==> src/hw/ttc_params.svh <==
`ifndef TTC_PARAMS_SVH
`define TTC_PARAMS_SVH

// ----------------------------------------
// counter, interval and match width
// ----------------------------------------
`define TTC_CNT_W 16

// ----------------------------------------
// register map, byte addresses on paddr
// ----------------------------------------
`define TTC_ADDR_CLK_CTRL  8'h00
`define TTC_ADDR_CNTR_CTRL 8'h04
`define TTC_ADDR_CNT_VAL   8'h08
`define TTC_ADDR_INTERVAL  8'h0C
`define TTC_ADDR_MATCH     8'h10
`define TTC_ADDR_INT_STS   8'h14

// clock control fields
`define TTC_CLK_PS_EN  0
`define TTC_CLK_PS_LSB 1
`define TTC_CLK_PS_MSB 4

// counter control bits
`define TTC_CTRL_DIS     0
`define TTC_CTRL_INTV    1
`define TTC_CTRL_MATCH   3
`define TTC_CTRL_RESTART 4

`endif

==> src/hw/ttc_pkg.sv <==
`default_nettype none

`include "ttc_params.svh"

package ttc_pkg;

  // ----------------------------------------
  // data types
  // ----------------------------------------

  // counter value, also interval and match
  typedef logic [`TTC_CNT_W-1:0] cnt_t;

  // clock control register
  // bit 0 prescale enable, bits 4..1 prescale value
  // bits 5 and 6 kept for readback only
  typedef logic [6:0] clk_ctrl_t;

  // interrupt status, one bit per source
  typedef logic [2:0] int_sts_t;

  // ----------------------------------------
  // interrupt status bit positions
  // ----------------------------------------
  localparam int INT_OVF   = 0;
  localparam int INT_INTV  = 1;
  localparam int INT_MATCH = 2;

endpackage

`default_nettype wire

==> src/hw/ttc_apb_regs.sv <==
`timescale 1ns/100ps
`default_nettype none

`include "ttc_params.svh"

module ttc_apb_regs (
  input  logic               pclk28,
  input  logic               n_p_reset28,
  input  logic               psel,
  input  logic               penable,
  input  logic               pwrite,
  input  logic [7:0]         paddr,
  input  logic [31:0]        pwdata,
  output logic [31:0]        prdata,
  output logic               clk_ctrl_sel,
  output logic               restart,
  output logic               dis,
  output logic               intv_mode,
  output logic               match_en,
  output ttc_pkg::cnt_t      interval,
  output ttc_pkg::cnt_t      match,
  input  ttc_pkg::clk_ctrl_t clk_ctrl,
  input  ttc_pkg::cnt_t      cnt_val,
  input  logic               ovf_ev,
  input  logic               intv_ev,
  input  logic               match_ev,
  output logic               irq
);
  import ttc_pkg::*;

  // access phase qualifiers
  logic                          wr_en;
  logic                          rd_en;
  // counter control, restart bit not kept
  logic [`TTC_CTRL_RESTART-1:0]  cntr_ctrl;
  int_sts_t                      int_sts;
  int_sts_t                      int_ev;

  assign wr_en = psel & penable & pwrite;
  assign rd_en = psel & penable & ~pwrite;

  // clock control itself lives in ttc_count_rst
  assign clk_ctrl_sel = wr_en & (paddr == `TTC_ADDR_CLK_CTRL);

  // ----------------------------------------
  // write side
  // ----------------------------------------
  always_ff @(posedge pclk28 or negedge n_p_reset28)
  begin
    if (!n_p_reset28)
    begin
      cntr_ctrl <= '0;
      restart   <= 1'b0;
      interval  <= '0;
      match     <= '0;
    end
    else
    begin
      // one cycle strobe, bit 4 is write only
      restart <= wr_en & (paddr == `TTC_ADDR_CNTR_CTRL) & pwdata[`TTC_CTRL_RESTART];
      if (wr_en && (paddr == `TTC_ADDR_CNTR_CTRL))
        cntr_ctrl <= pwdata[`TTC_CTRL_RESTART-1:0];
      if (wr_en && (paddr == `TTC_ADDR_INTERVAL))
        interval <= pwdata[`TTC_CNT_W-1:0];
      if (wr_en && (paddr == `TTC_ADDR_MATCH))
        match <= pwdata[`TTC_CNT_W-1:0];
    end
  end

  // control levels to the counter
  // bit 2 is stored and read back, no function here
  assign dis       = cntr_ctrl[`TTC_CTRL_DIS];
  assign intv_mode = cntr_ctrl[`TTC_CTRL_INTV];
  assign match_en  = cntr_ctrl[`TTC_CTRL_MATCH];

  // ----------------------------------------
  // interrupt status, clear on read
  // ----------------------------------------
  assign int_ev[INT_OVF]   = ovf_ev;
  assign int_ev[INT_INTV]  = intv_ev;
  assign int_ev[INT_MATCH] = match_ev;

  always_ff @(posedge pclk28 or negedge n_p_reset28)
  begin
    if (!n_p_reset28)
      int_sts <= '0;
    else if (rd_en && (paddr == `TTC_ADDR_INT_STS))
      // new event in the read cycle survives the clear
      int_sts <= int_ev;
    else
      int_sts <= int_sts | int_ev;
  end

  assign irq = |int_sts;

  // read mux, unused upper bits read as zero
  always_comb
  begin
    prdata = '0;
    case (paddr)
      `TTC_ADDR_CLK_CTRL:  prdata[$bits(clk_ctrl_t)-1:0] = clk_ctrl;
      `TTC_ADDR_CNTR_CTRL: prdata[`TTC_CTRL_RESTART-1:0] = cntr_ctrl;
      `TTC_ADDR_CNT_VAL:   prdata[`TTC_CNT_W-1:0] = cnt_val;
      `TTC_ADDR_INTERVAL:  prdata[`TTC_CNT_W-1:0] = interval;
      `TTC_ADDR_MATCH:     prdata[`TTC_CNT_W-1:0] = match;
      `TTC_ADDR_INT_STS:   prdata[$bits(int_sts_t)-1:0] = int_sts;
      default:             prdata = '0;
    endcase
  end

  // master protocol, access phase only inside a selected transfer
  a_penable_needs_psel: assert property (
    @(posedge pclk28) disable iff (!n_p_reset28)
    penable |-> psel
  ) else $error("penable high without psel");

endmodule

`default_nettype wire

==> src/hw/ttc_count_rst.sv <==
`timescale 1ns/100ps
`default_nettype none

module ttc_count_rst (
  input  logic               pclk28,
  input  logic               n_p_reset28,
  input  logic [6:0]         pwdata,
  input  logic               clk_ctrl_sel,
  input  logic               restart,
  output logic               count_en,
  output ttc_pkg::clk_ctrl_t clk_ctrl
);

  // restart seen last cycle
  logic restart_q;

  // ----------------------------------------
  // counter enable with restart gap
  // ----------------------------------------
  // a rising restart drops count_en for one cycle
  // a held restart does not drop it again
  always_ff @(posedge pclk28 or negedge n_p_reset28)
  begin
    if (!n_p_reset28)
    begin
      restart_q <= 1'b0;
      count_en  <= 1'b0;
    end
    else
    begin
      restart_q <= restart;
      count_en  <= ~(restart & ~restart_q);
    end
  end

  // ----------------------------------------
  // clock control register
  // ----------------------------------------
  always_ff @(posedge pclk28 or negedge n_p_reset28)
  begin
    if (!n_p_reset28)
      clk_ctrl <= '0;
    else if (clk_ctrl_sel)
      clk_ctrl <= pwdata;
  end

  // gap is one cycle wide, never longer
  a_count_en_gap: assert property (
    @(posedge pclk28) disable iff (!n_p_reset28)
    !count_en |=> count_en
  ) else $error("count_en low for more than one cycle");

endmodule

`default_nettype wire

==> src/hw/ttc_prescaler.sv <==
`timescale 1ns/100ps
`default_nettype none

`include "ttc_params.svh"

module ttc_prescaler (
  input  logic               pclk28,
  input  logic               n_p_reset28,
  input  logic               count_en,
  input  ttc_pkg::clk_ctrl_t clk_ctrl,
  output logic               tick
);

  // prescale field width and divider length
  localparam int PS_W  = `TTC_CLK_PS_MSB - `TTC_CLK_PS_LSB + 1;
  localparam int DIV_W = 2 ** PS_W;

  logic             ps_en;
  logic [PS_W-1:0]  ps_val;
  logic [DIV_W-1:0] div_cnt;
  logic [DIV_W-1:0] div_mask;
  logic             div_hit;

  assign ps_en  = clk_ctrl[`TTC_CLK_PS_EN];
  assign ps_val = clk_ctrl[`TTC_CLK_PS_MSB:`TTC_CLK_PS_LSB];

  // ----------------------------------------
  // divide by 2^(N+1)
  // ----------------------------------------
  // low N+1 bits of the divider are watched
  always_comb
  begin
    for (int i = 0; i < DIV_W; i++)
    begin
      div_mask[i] = (i <= int'(ps_val));
    end
  end

  // free running, held at zero while idle or bypassed
  always_ff @(posedge pclk28 or negedge n_p_reset28)
  begin
    if (!n_p_reset28)
      div_cnt <= '0;
    else if (!count_en || !ps_en)
      div_cnt <= '0;
    else
      div_cnt <= div_cnt + DIV_W'(1);
  end

  // all watched bits set, once per period
  assign div_hit = &(div_cnt | ~div_mask);

  // bypass gives a tick on every enabled cycle
  assign tick = count_en & (~ps_en | div_hit);

  // shortest prescaled period is two cycles
  a_tick_spacing: assert property (
    @(posedge pclk28) disable iff (!n_p_reset28)
    (tick && ps_en) |=> !(tick && ps_en)
  ) else $error("prescaled tick high two cycles in a row");

endmodule

`default_nettype wire

==> src/hw/ttc_counter.sv <==
`timescale 1ns/100ps
`default_nettype none

module ttc_counter (
  input  logic          pclk28,
  input  logic          n_p_reset28,
  input  logic          count_en,
  input  logic          tick,
  input  logic          dis,
  input  logic          intv_mode,
  input  logic          match_en,
  input  ttc_pkg::cnt_t interval,
  input  ttc_pkg::cnt_t match,
  output ttc_pkg::cnt_t cnt_val,
  output logic          ovf_ev,
  output logic          intv_ev,
  output logic          match_ev
);
  import ttc_pkg::*;

  // advance qualifier
  logic adv;
  // compare results
  logic at_intv;
  logic at_top;
  logic at_match;
  // value after this tick
  cnt_t cnt_nxt;

  // ----------------------------------------
  // advance and compare
  // ----------------------------------------

  // count only on an enabled tick
  // dis freezes the value but keeps it
  assign adv = count_en & tick & ~dis;

  // interval reached
  assign at_intv = (cnt_val == interval);

  // all ones, next step overflows
  assign at_top = &cnt_val;

  // match value reached
  assign at_match = (cnt_val == match);

  // wrap point depends on mode
  always_comb
  begin
    if (intv_mode && at_intv)
      cnt_nxt = '0;
    else
      // overflow mode wraps by itself
      cnt_nxt = cnt_val + cnt_t'(1);
  end

  // ----------------------------------------
  // counter register
  // ----------------------------------------
  // count_en low clears, restart gap lands here
  always_ff @(posedge pclk28 or negedge n_p_reset28)
  begin
    if (!n_p_reset28)
      cnt_val <= '0;
    else if (!count_en)
      cnt_val <= '0;
    else if (adv)
      cnt_val <= cnt_nxt;
  end

  // ----------------------------------------
  // event pulses
  // ----------------------------------------
  // all are single cycle, only on an advancing tick

  // interval wrap in interval mode
  assign intv_ev = adv & intv_mode & at_intv;

  // all ones wrap in overflow mode
  assign ovf_ev = adv & ~intv_mode & at_top;

  // compare hit, gated by enable
  assign match_ev = adv & match_en & at_match;

  // a wrap event always lands the value on zero
  a_wrap_to_zero: assert property (
    @(posedge pclk28) disable iff (!n_p_reset28)
    (intv_ev || ovf_ev) |=> (cnt_val == '0)
  ) else $error("counter not zero after a wrap event");

endmodule

`default_nettype wire

==> src/hw/ttc_timer.sv <==
`timescale 1ns/100ps
`default_nettype none

module ttc_timer (
  input  logic        pclk28,
  input  logic        n_p_reset28,
  input  logic        psel,
  input  logic        penable,
  input  logic        pwrite,
  input  logic [7:0]  paddr,
  input  logic [31:0] pwdata,
  output logic [31:0] prdata,
  output logic        irq
);
  import ttc_pkg::*;

  // register file to count reset block
  logic      clk_ctrl_sel;
  logic      restart;
  // control levels
  logic      dis;
  logic      intv_mode;
  logic      match_en;
  cnt_t      interval;
  cnt_t      match;
  // clock control and enable
  clk_ctrl_t clk_ctrl;
  logic      count_en;
  logic      tick;
  // counter back to the register file
  cnt_t      cnt_val;
  logic      ovf_ev;
  logic      intv_ev;
  logic      match_ev;

  // ----------------------------------------
  // APB registers and status
  // ----------------------------------------
  ttc_apb_regs u_apb_regs (
    .pclk28       (pclk28),
    .n_p_reset28  (n_p_reset28),
    .psel         (psel),
    .penable      (penable),
    .pwrite       (pwrite),
    .paddr        (paddr),
    .pwdata       (pwdata),
    .prdata       (prdata),
    .clk_ctrl_sel (clk_ctrl_sel),
    .restart      (restart),
    .dis          (dis),
    .intv_mode    (intv_mode),
    .match_en     (match_en),
    .interval     (interval),
    .match        (match),
    .clk_ctrl     (clk_ctrl),
    .cnt_val      (cnt_val),
    .ovf_ev       (ovf_ev),
    .intv_ev      (intv_ev),
    .match_ev     (match_ev),
    .irq          (irq)
  );

  // clock control register and restart gap
  ttc_count_rst u_count_rst (
    .pclk28       (pclk28),
    .n_p_reset28  (n_p_reset28),
    .pwdata       (pwdata[6:0]),
    .clk_ctrl_sel (clk_ctrl_sel),
    .restart      (restart),
    .count_en     (count_en),
    .clk_ctrl     (clk_ctrl)
  );

  // ----------------------------------------
  // tick generation and counting
  // ----------------------------------------
  ttc_prescaler u_prescaler (
    .pclk28      (pclk28),
    .n_p_reset28 (n_p_reset28),
    .count_en    (count_en),
    .clk_ctrl    (clk_ctrl),
    .tick        (tick)
  );

  ttc_counter u_counter (
    .pclk28      (pclk28),
    .n_p_reset28 (n_p_reset28),
    .count_en    (count_en),
    .tick        (tick),
    .dis         (dis),
    .intv_mode   (intv_mode),
    .match_en    (match_en),
    .interval    (interval),
    .match       (match),
    .cnt_val     (cnt_val),
    .ovf_ev      (ovf_ev),
    .intv_ev     (intv_ev),
    .match_ev    (match_ev)
  );

endmodule

`default_nettype wire

==> config.mk <==
export PLATFORM = sky130hd
export DESIGN_NAME = ttc_timer
export DESIGN_NICKNAME = d
export VERILOG_FILES = /design/src/hw/ttc_pkg.sv /design/src/hw/ttc_apb_regs.sv /design/src/hw/ttc_count_rst.sv /design/src/hw/ttc_prescaler.sv /design/src/hw/ttc_counter.sv /design/src/hw/ttc_timer.sv
export VERILOG_INCLUDE_DIRS = /design/src /design/src/hw
export SDC_FILE = /design/constraint.sdc
export NUM_CORES = 1
export LEC_CHECK = 0
export ABC_AREA = 1
export BUFFER_PORTS_ARGS = -buffer_cell sky130_fd_sc_hd__buf_2
export CORE_ASPECT_RATIO = 1.75
export CORE_MARGIN = 2
export CORE_UTILIZATION = 45
export DETAILED_ROUTE_END_ITERATION = 16
export PLACE_DENSITY = 0.65
export SLEW_MARGIN = 30
export SYNTH_ARGS = -nofsm -noshare
export SYNTH_HDL_FRONTEND = slang
export SYNTH_SLANG_ARGS = --single-unit
==> constraint.sdc <==
create_clock -name pclk28 -period 2.3 [get_ports pclk28]
set_clock_uncertainty 0.15 [all_clocks]
set_input_delay 0.115 -clock pclk28 [delete_from_list [all_inputs] [get_ports pclk28]]
set_output_delay 0.115 -clock pclk28 [all_outputs]
set_load 0.02 [all_outputs]
==> results.toml, run 1 <==
[yosys]
synthCells = 722
yosysSeqAreaShare_pct = 38.8
syn_area_mm2 = 0.00522
yosysUniqueCellTypes = 43
synth_seq_cells = 81
syn_avg_cell_area_um2 = 7.23
ys_async_sr_fraction_pct = 100
synth_flop_cell = "dfrtp_1"
synth_edf_count = 0
yosys_warnings = 0

[detailed_routing]
wl_um = 15500
drc = 0
vias = 4925
drt_iter0_markers = 360
first_pass_iters = 7
via_per_inst = 5.32
wl_per_cell_um = 16.8
antenna_left = 0

[cells_and_area]
final_cell_mix = "nand2_1 (215), inv_1 (91), dfrtp_1 (81)"
finalNonFillerCells = 925
area_growth_pct = 14.8
diodes = 0
layout_commonest_cell = "nand2_1"
final_nets = 832
final_util_pct = 52.3
drive_gt1_share_pct = 14.8

[floorplanning]
die_w_um = 85.4
rows = 52
die-area_mm2 = 0.0125
initial_core_util_pct = 45.6
num_io_pins = 78
coreArea_mm2 = 0.0115
fp.dieH_um = 146

[sta]
worst_slack_ns = 0.298
hold_viol = 0
setup_tns_ns = 0
rsz0062_at_grt = "false"
worstMarginPinSlew_ns = 0.646
setup_viol_count_final = 0
fmax_ghz = 0.499
drv_slew = 0
finalCriticalPeriod_ns = 2.00
timing.final.crit_share_pct = 87.0
relSlewSlack_pct = 56.8

[cts]
cts_num_sinks = 81
cts_buffers = 9
clk_latency_ns = 0.35
root_buffer = "clkbuf_16"
htree_num_levels = 3
path_clk_slew_ns = 0.07
clock_path_buffers = 2
cts_resized = 0
tritoncts = "done"

[worst_setup_path]
crit_path_end_kind = "flip-flop"
crit_chain = "inv_1 -> nand2_1 -> nand4_1 -> nor3_1 -> nand3_1 -> nand4_1 -> nand2_1"
crit_family = "simple AND/OR/NAND/NOR gates"
startpoint_type = "flip-flop"
reg2reg_depth = 7
cp.depth = 7
worstPathRequired_ns = 2.38
critPathBufInv = 1
critPathKind = "reg2reg"
cp_max_fo = 8
crit_arrival_ns = 2.08
crit_path_max_incr_delay_ns = 0.46
worst_path_max_delay_cell = "dfrtp_1"

[min_path]
min_path_cells = 3
hold_class = "in2reg"

[pwr]
p_leak_nw = 3.02
p_per_area_mw_per_mm2 = 664
ir_drop_uv = 339

[run]
cap_violations = 0

[placement]
place_ws_ns = 0.290
place_inst = 892
finalWeightedCongestion = 0.972
hpwl_um = 11900
port_buffers = 45

[status]
status = "finished clean"

[global_routing]
grt_overflow = 0
grt_pass1_wl_um = 24800
grt_max_degree = 44
grtUsageTotal_pct = 25.8
first_global_vias = 4764
antenna_found_initial = 0
==> final cells by class <==
| type | count | area, um^2 |
|---|---|---|
| sequential | 81 | 2030 |
| clock inverter | 5 | 61.3 |
| multi-input combinational | 523 | 2620 |
| timing repair buffer | 74 | 500 |
| inverter | 96 | 362 |
| clock buffer | 11 | 253 |
| fill | 1140 | 5460 |
| tap | 135 | 169 |
==> logic make-up after synthesis <==
kind of cell	share of synthesized area (%)
AO/OA/AOI/OAI	12.4
adder cells (fa/ha/maj)	0.479
flip-flops	38.8
buffers and inverters	12.1
XOR/XNOR	3.86
other	0.0719
AND/OR/NAND/NOR	32.3
==> routing by layer <==
| metal | wire, um | share of wire [%] | track usage (%) |
|---|---|---|---|
| met1 | 5700 | 37 | 28.1 |
| met4 | 930 | 6.0 | 14.8 |
| met2 | 8230 | 53 | 46.2 |
| met3 | 648 | 4.2 | 4.13 |
| met5 | 0 | 0 | 0 |
==> worst paths after layout <==
check	endpoint	slack [ns]	startpoint
max in group asynchronous	u_apb_regs.match[11]$_DFFE_PN0P_	1.24	n_p_reset28
setup / recovery	u_counter.cnt_val[8]$_DFFE_PN0P_	0.30	u_counter.cnt_val[5]$_DFFE_PN0P_
min in group asynchronous	u_prescaler.div_cnt[5]$_DFF_PN0_	0.13	n_p_reset28
hold / removal	u_count_rst.clk_ctrl[4]$_DFFE_PN0P_	0.03	pwdata[4]
setup reg to reg	u_counter.cnt_val[8]$_DFFE_PN0P_	0.30	u_counter.cnt_val[5]$_DFFE_PN0P_
hold reg to reg	u_count_rst.restart_q$_DFF_PN0_	0.23	u_apb_regs.restart$_DFF_PN0_
==> synth_stat cells, types with 2 or more instances <==
library cell  instances  area, um^2
xnor2_1               5        43.8
nand4_1              21         131
buf_6                 6        67.6
inv_1                91         342
o21ai_2              19         166
ha_1                  2        25.0
nor3_2                2        20.0
o211ai_1              2        15.0
nor3b_1               3        22.5
nor2_1               65         244
nand2_4               5        56.3
nand3_1              39         195
o21ai_1              21         105
nor3_1               16        80.1
nand2_2               5        31.3
o21ai_0              24         120
o22ai_1               7        43.8
nor2_2                2        12.5
clkbuf_1              2        7.51
nand2_1             215         807
inv_2                 3        11.3
o221ai_1              9        78.8
dfrtp_1              81        2030
nand3_2               2        20.0
a21oi_1              13        65.1
xor2_1               18         158
o2111ai_1             2        17.5
buf_4                20         150
buf_2                 8        40.0
==> state kept, by name, indices dropped and copies added, names as in the netlist <==
register               count
u_apb_regs.cntr_ctrl       4
u_apb_regs.int_sts         3
u_apb_regs.interval       16
u_apb_regs.match          16
u_apb_regs.restart         1
u_count_rst.clk_ctrl       7
u_count_rst.count_en       1
u_count_rst.restart_q      1
u_counter.cnt_val         16
u_prescaler.div_cnt       16
==> repair_timing <==
action | CTS | global route
hold buffers | 17 | 0
buffers inserted | 0 | 0
endpoints found under the hold margin | 77 | 0
setup endpoints to repair | 0 | 0
==> report_power, final <==
group	internal, mW	switching [mW]	leakage [nW]
Clock	0.904	0.596	0.144
Combinational	0.315	0.490	1.78
Sequential	1.50	0.172	1.10
Total	2.72	1.26	3.02
==> worst register-to-register path: stages (launching register included) <==
cell and delay (ns):
dfrtp_1 0.46, inv_1 0.18, nand2_1 0.15, nand4_1 0.10, nor3_1 0.22, nand3_1 0.34, nand4_1 0.21, nand2_1 0.07
==> through the flow <==
stage | total power, mW | hold slack, ns | area (um^2)
global placement | 2.46 | -0.0247 | 5510
finish | 3.98 | 0.0251 | 5990
CTS | 4.00 | 0.0149 | 5990
global route | 4.18 | 0.0118 | 5990
detailed placement | 2.47 | -0.0121 | 5510
floorplan | 2.23 | -0.331 | 5280
Note: power is estimated with default switching activity, not from simulation.
==> run 2, diff against run 1 <==
- ABC_AREA: 1 -> default
- HOLD_SLACK_MARGIN: default -> 0.02
- PLACE_DENSITY: 0.65 -> 0.66
==> results.toml, run 2 <==
[sta]
hold_viol = 0
relSlewSlack_pct = 60.0
worstMarginPinSlew_ns = 0.600
timing.final.crit_share_pct = 95.5
worst_slack_ns = 0.104
finalCriticalPeriod_ns = 2.20
setup_viol_count_final = 0
fmax_ghz = 0.455
drv_slew = 0

[yosys]
yosys_warnings = 0
ys_async_sr_fraction_pct = 100
yosysTopAreaCellShare_pct = 43.3
yosysSeqAreaShare_pct = 43.3
yosysUniqueCellTypes = 50
syn_area_mm2 = 0.00469
synth_edf_count = 0
syn_avg_cell_area_um2 = 9.89
synth_seq_cells = 81
yosysTopAreaCell = "dfrtp_1"
synth_flop_cell = "dfrtp_1"
netlist_top_cells_area = "dfrtp_1 (43%), mux2_2 (9.9%), xnor2_1 (6.2%)"
post-synth-top-count-cell = "dfrtp_1"
synthTopCellsByCount = "dfrtp_1 (81), nand2_1 (42), mux2_2 (41), xnor2_1 (33), nor2_1 (26)"
synthCells = 474

[cells_and_area]
multi_input_area_mm2 = 0.00239
final_nets = 599
finalNonFillerCells = 683
area_growth_pct = 20.2
drive_gt1_share_pct = 28.6
final_cell_mix = "dfrtp_1 (79), buf_2 (44), nand2_1 (42)"
layout_commonest_cell = "dfrtp_1"
final_util_pct = 55.0
diodes = 0
final-seq-area_mm2 = 0.00203
nFillCells = 905

[worst_setup_path]
startpoint_type = "flip-flop"
crit_arrival_ns = 2.31
crit_path_end_kind = "flip-flop"
critPathKind = "reg2reg"
setup.worst_path.start = "u_count_rst.clk_ctrl[1]$_DFFE_PN0P_"
cp_max_fo = 19
r2r-start = "u_count_rst.clk_ctrl[1]$_DFFE_PN0P_"
worstPathRequired_ns = 2.41

[floorplanning]
initial_core_util_pct = 45.8
rows = 49
die-area_mm2 = 0.0113
die_w_um = 81.1
coreArea_mm2 = 0.0102
num_io_pins = 78
fp.dieH_um = 139

[global_routing]
first_global_vias = 3952
grt_pass1_wl_um = 19700
grtUsageTotal_pct = 23.2
grt_max_degree = 43
grt_overflow = 0
antenna_found_initial = 0

[run]
cap_violations = 0

[pwr]
p_leak_nw = 2.65
p_per_area_mw_per_mm2 = 664
ir_drop_uv = 512

[detailed_routing]
drc = 0
antenna_left = 0
vias = 3872
met3_length_um = 425
topRoutingLayerUsed = "met4"
wl_met1_um = 4620
first_pass_iters = 8
drt_iter0_markers = 265
wl_um = 12500
via_per_inst = 5.67
wl_met2_um = 6960
wl_per_cell_um = 18.3

[cts]
root_buffer = "clkbuf_16"
htree_num_levels = 3
clk_latency_ns = 0.34
path_clk_slew_ns = 0.06
clock_path_buffers = 2
cts_buffers = 9
cts_num_sinks = 81
tritoncts = "done"

[placement]
port_buffers = 45
place_inst = 649
place_ws_ns = 0.0458
hpwl_um = 9100
finalWeightedCongestion = 0.979

[status]
status = "finished clean"

[min_path]
hp-start = "psel"
hold_class = "in2reg"
## run 2: cell count changes in the layout (fill, tap and decap cells not counted), moves of 13 or more
cell and change:
mux2_2 +41, buf_4 +25, o21ai_0 -15, nor3_1 -13
xnor2_1 +28, nand3_1 -14, nand2_1 -173, o21ai_1 -21
inv_1 -73, o21ai_2 -19, nor2_1 -39
## run 2: worst paths after layout
path	endpoint	slack [ns]	depth (start not counted)
worst max-delay path	u_counter.cnt_val[0]$_DFFE_PN0P_	0.10	7
worst min-delay path	u_apb_regs.int_sts[2]$_DFF_PN0_	0.07	4
worst max register to register	u_counter.cnt_val[0]$_DFFE_PN0P_	0.10	7
worst min register to register	u_count_rst.restart_q$_DFF_PN0_	0.22	0
max in group asynchronous	u_prescaler.div_cnt[15]$_DFF_PN0_	1.21	3
min in group asynchronous	u_apb_regs.cntr_ctrl[1]$_DFFE_PN0P_	0.17	2
## run 2: timing repair
| item | in CTS | in global routing |
|---|---|---|
| resized for setup | 0 | 9 |
| setup endpoints to repair | 0 | 7 |
| hold buffers | 17 | 0 |
| hold endpoints to repair | 84 | 0 |
| buffers inserted | 0 | 2 |
## run 2: critical path, cell delays in order (launching register included)
cell      delay [ns]
dfrtp_2         0.45
o21bai_2        0.14
a21oi_1         0.09
o41ai_2         0.38
a41oi_2         0.20
buf_6           0.21
or3b_1          0.35
a21boi_1        0.14
## run 2: metrics by stage
| stage | setup TNS [ns] | total power, mW | hold slack [ns] | cell area (um^2) |
|---|---|---|---|---|
| floorplan | 0 | 2.06 | -0.331 | 4740 |
| global placement | 0 | 2.30 | 0.000701 | 5130 |
| detailed placement | 0 | 2.31 | 0.0143 | 5130 |
| CTS | 0 | 3.75 | 0.0553 | 5580 |
| global route | -0.0143 | 3.90 | 0.107 | 5630 |
| finish | 0 | 3.74 | 0.0682 | 5630 |
## run 2: cell families (layout without fill, tap and decap cells)
group | after synthesis | in the layout | synth area share (%)
and+or+nand+nor | 160 | 160 | 18.0
DFF | 81 | 81 | 43.3
AOI/OAI and AO/OA | 78 | 78 | 11.9
buffers and inverters | 66 | 133 | 7.64
xor gates and xnor gates | 45 | 45 | 8.73
muxes | 41 | 41 | 9.85
adders and majority gates | 2 | 2 | 0.534
other | 1 | 16 | 0.0800
## run 2: cell type report
cell class              count  share of cell area, %
well taps                 127                   2.82
flip-flops and latches     81                   36.0
repair buffers            100                   12.4
clock buffers              10                   4.07
clock inverters             5                   1.02
inverters                  18                   1.20
multi-input cells         342                   42.4
## run 2: routing by layer
metal  vias up  GRT usage, %
met5         -             0
met4         0          12.2
met3        35          3.91
met2       131          42.8
met1      1897          24.1
li1       1809             -
## run 2: where the power goes
part           internal (mW)  total, mW  leakage (nW)  switching, mW
sequential              1.50       1.59          1.10         0.0970
combinational          0.350      0.737          1.41          0.387
clock                  0.835       1.41         0.142          0.575
total                   2.68       3.74          2.65           1.06
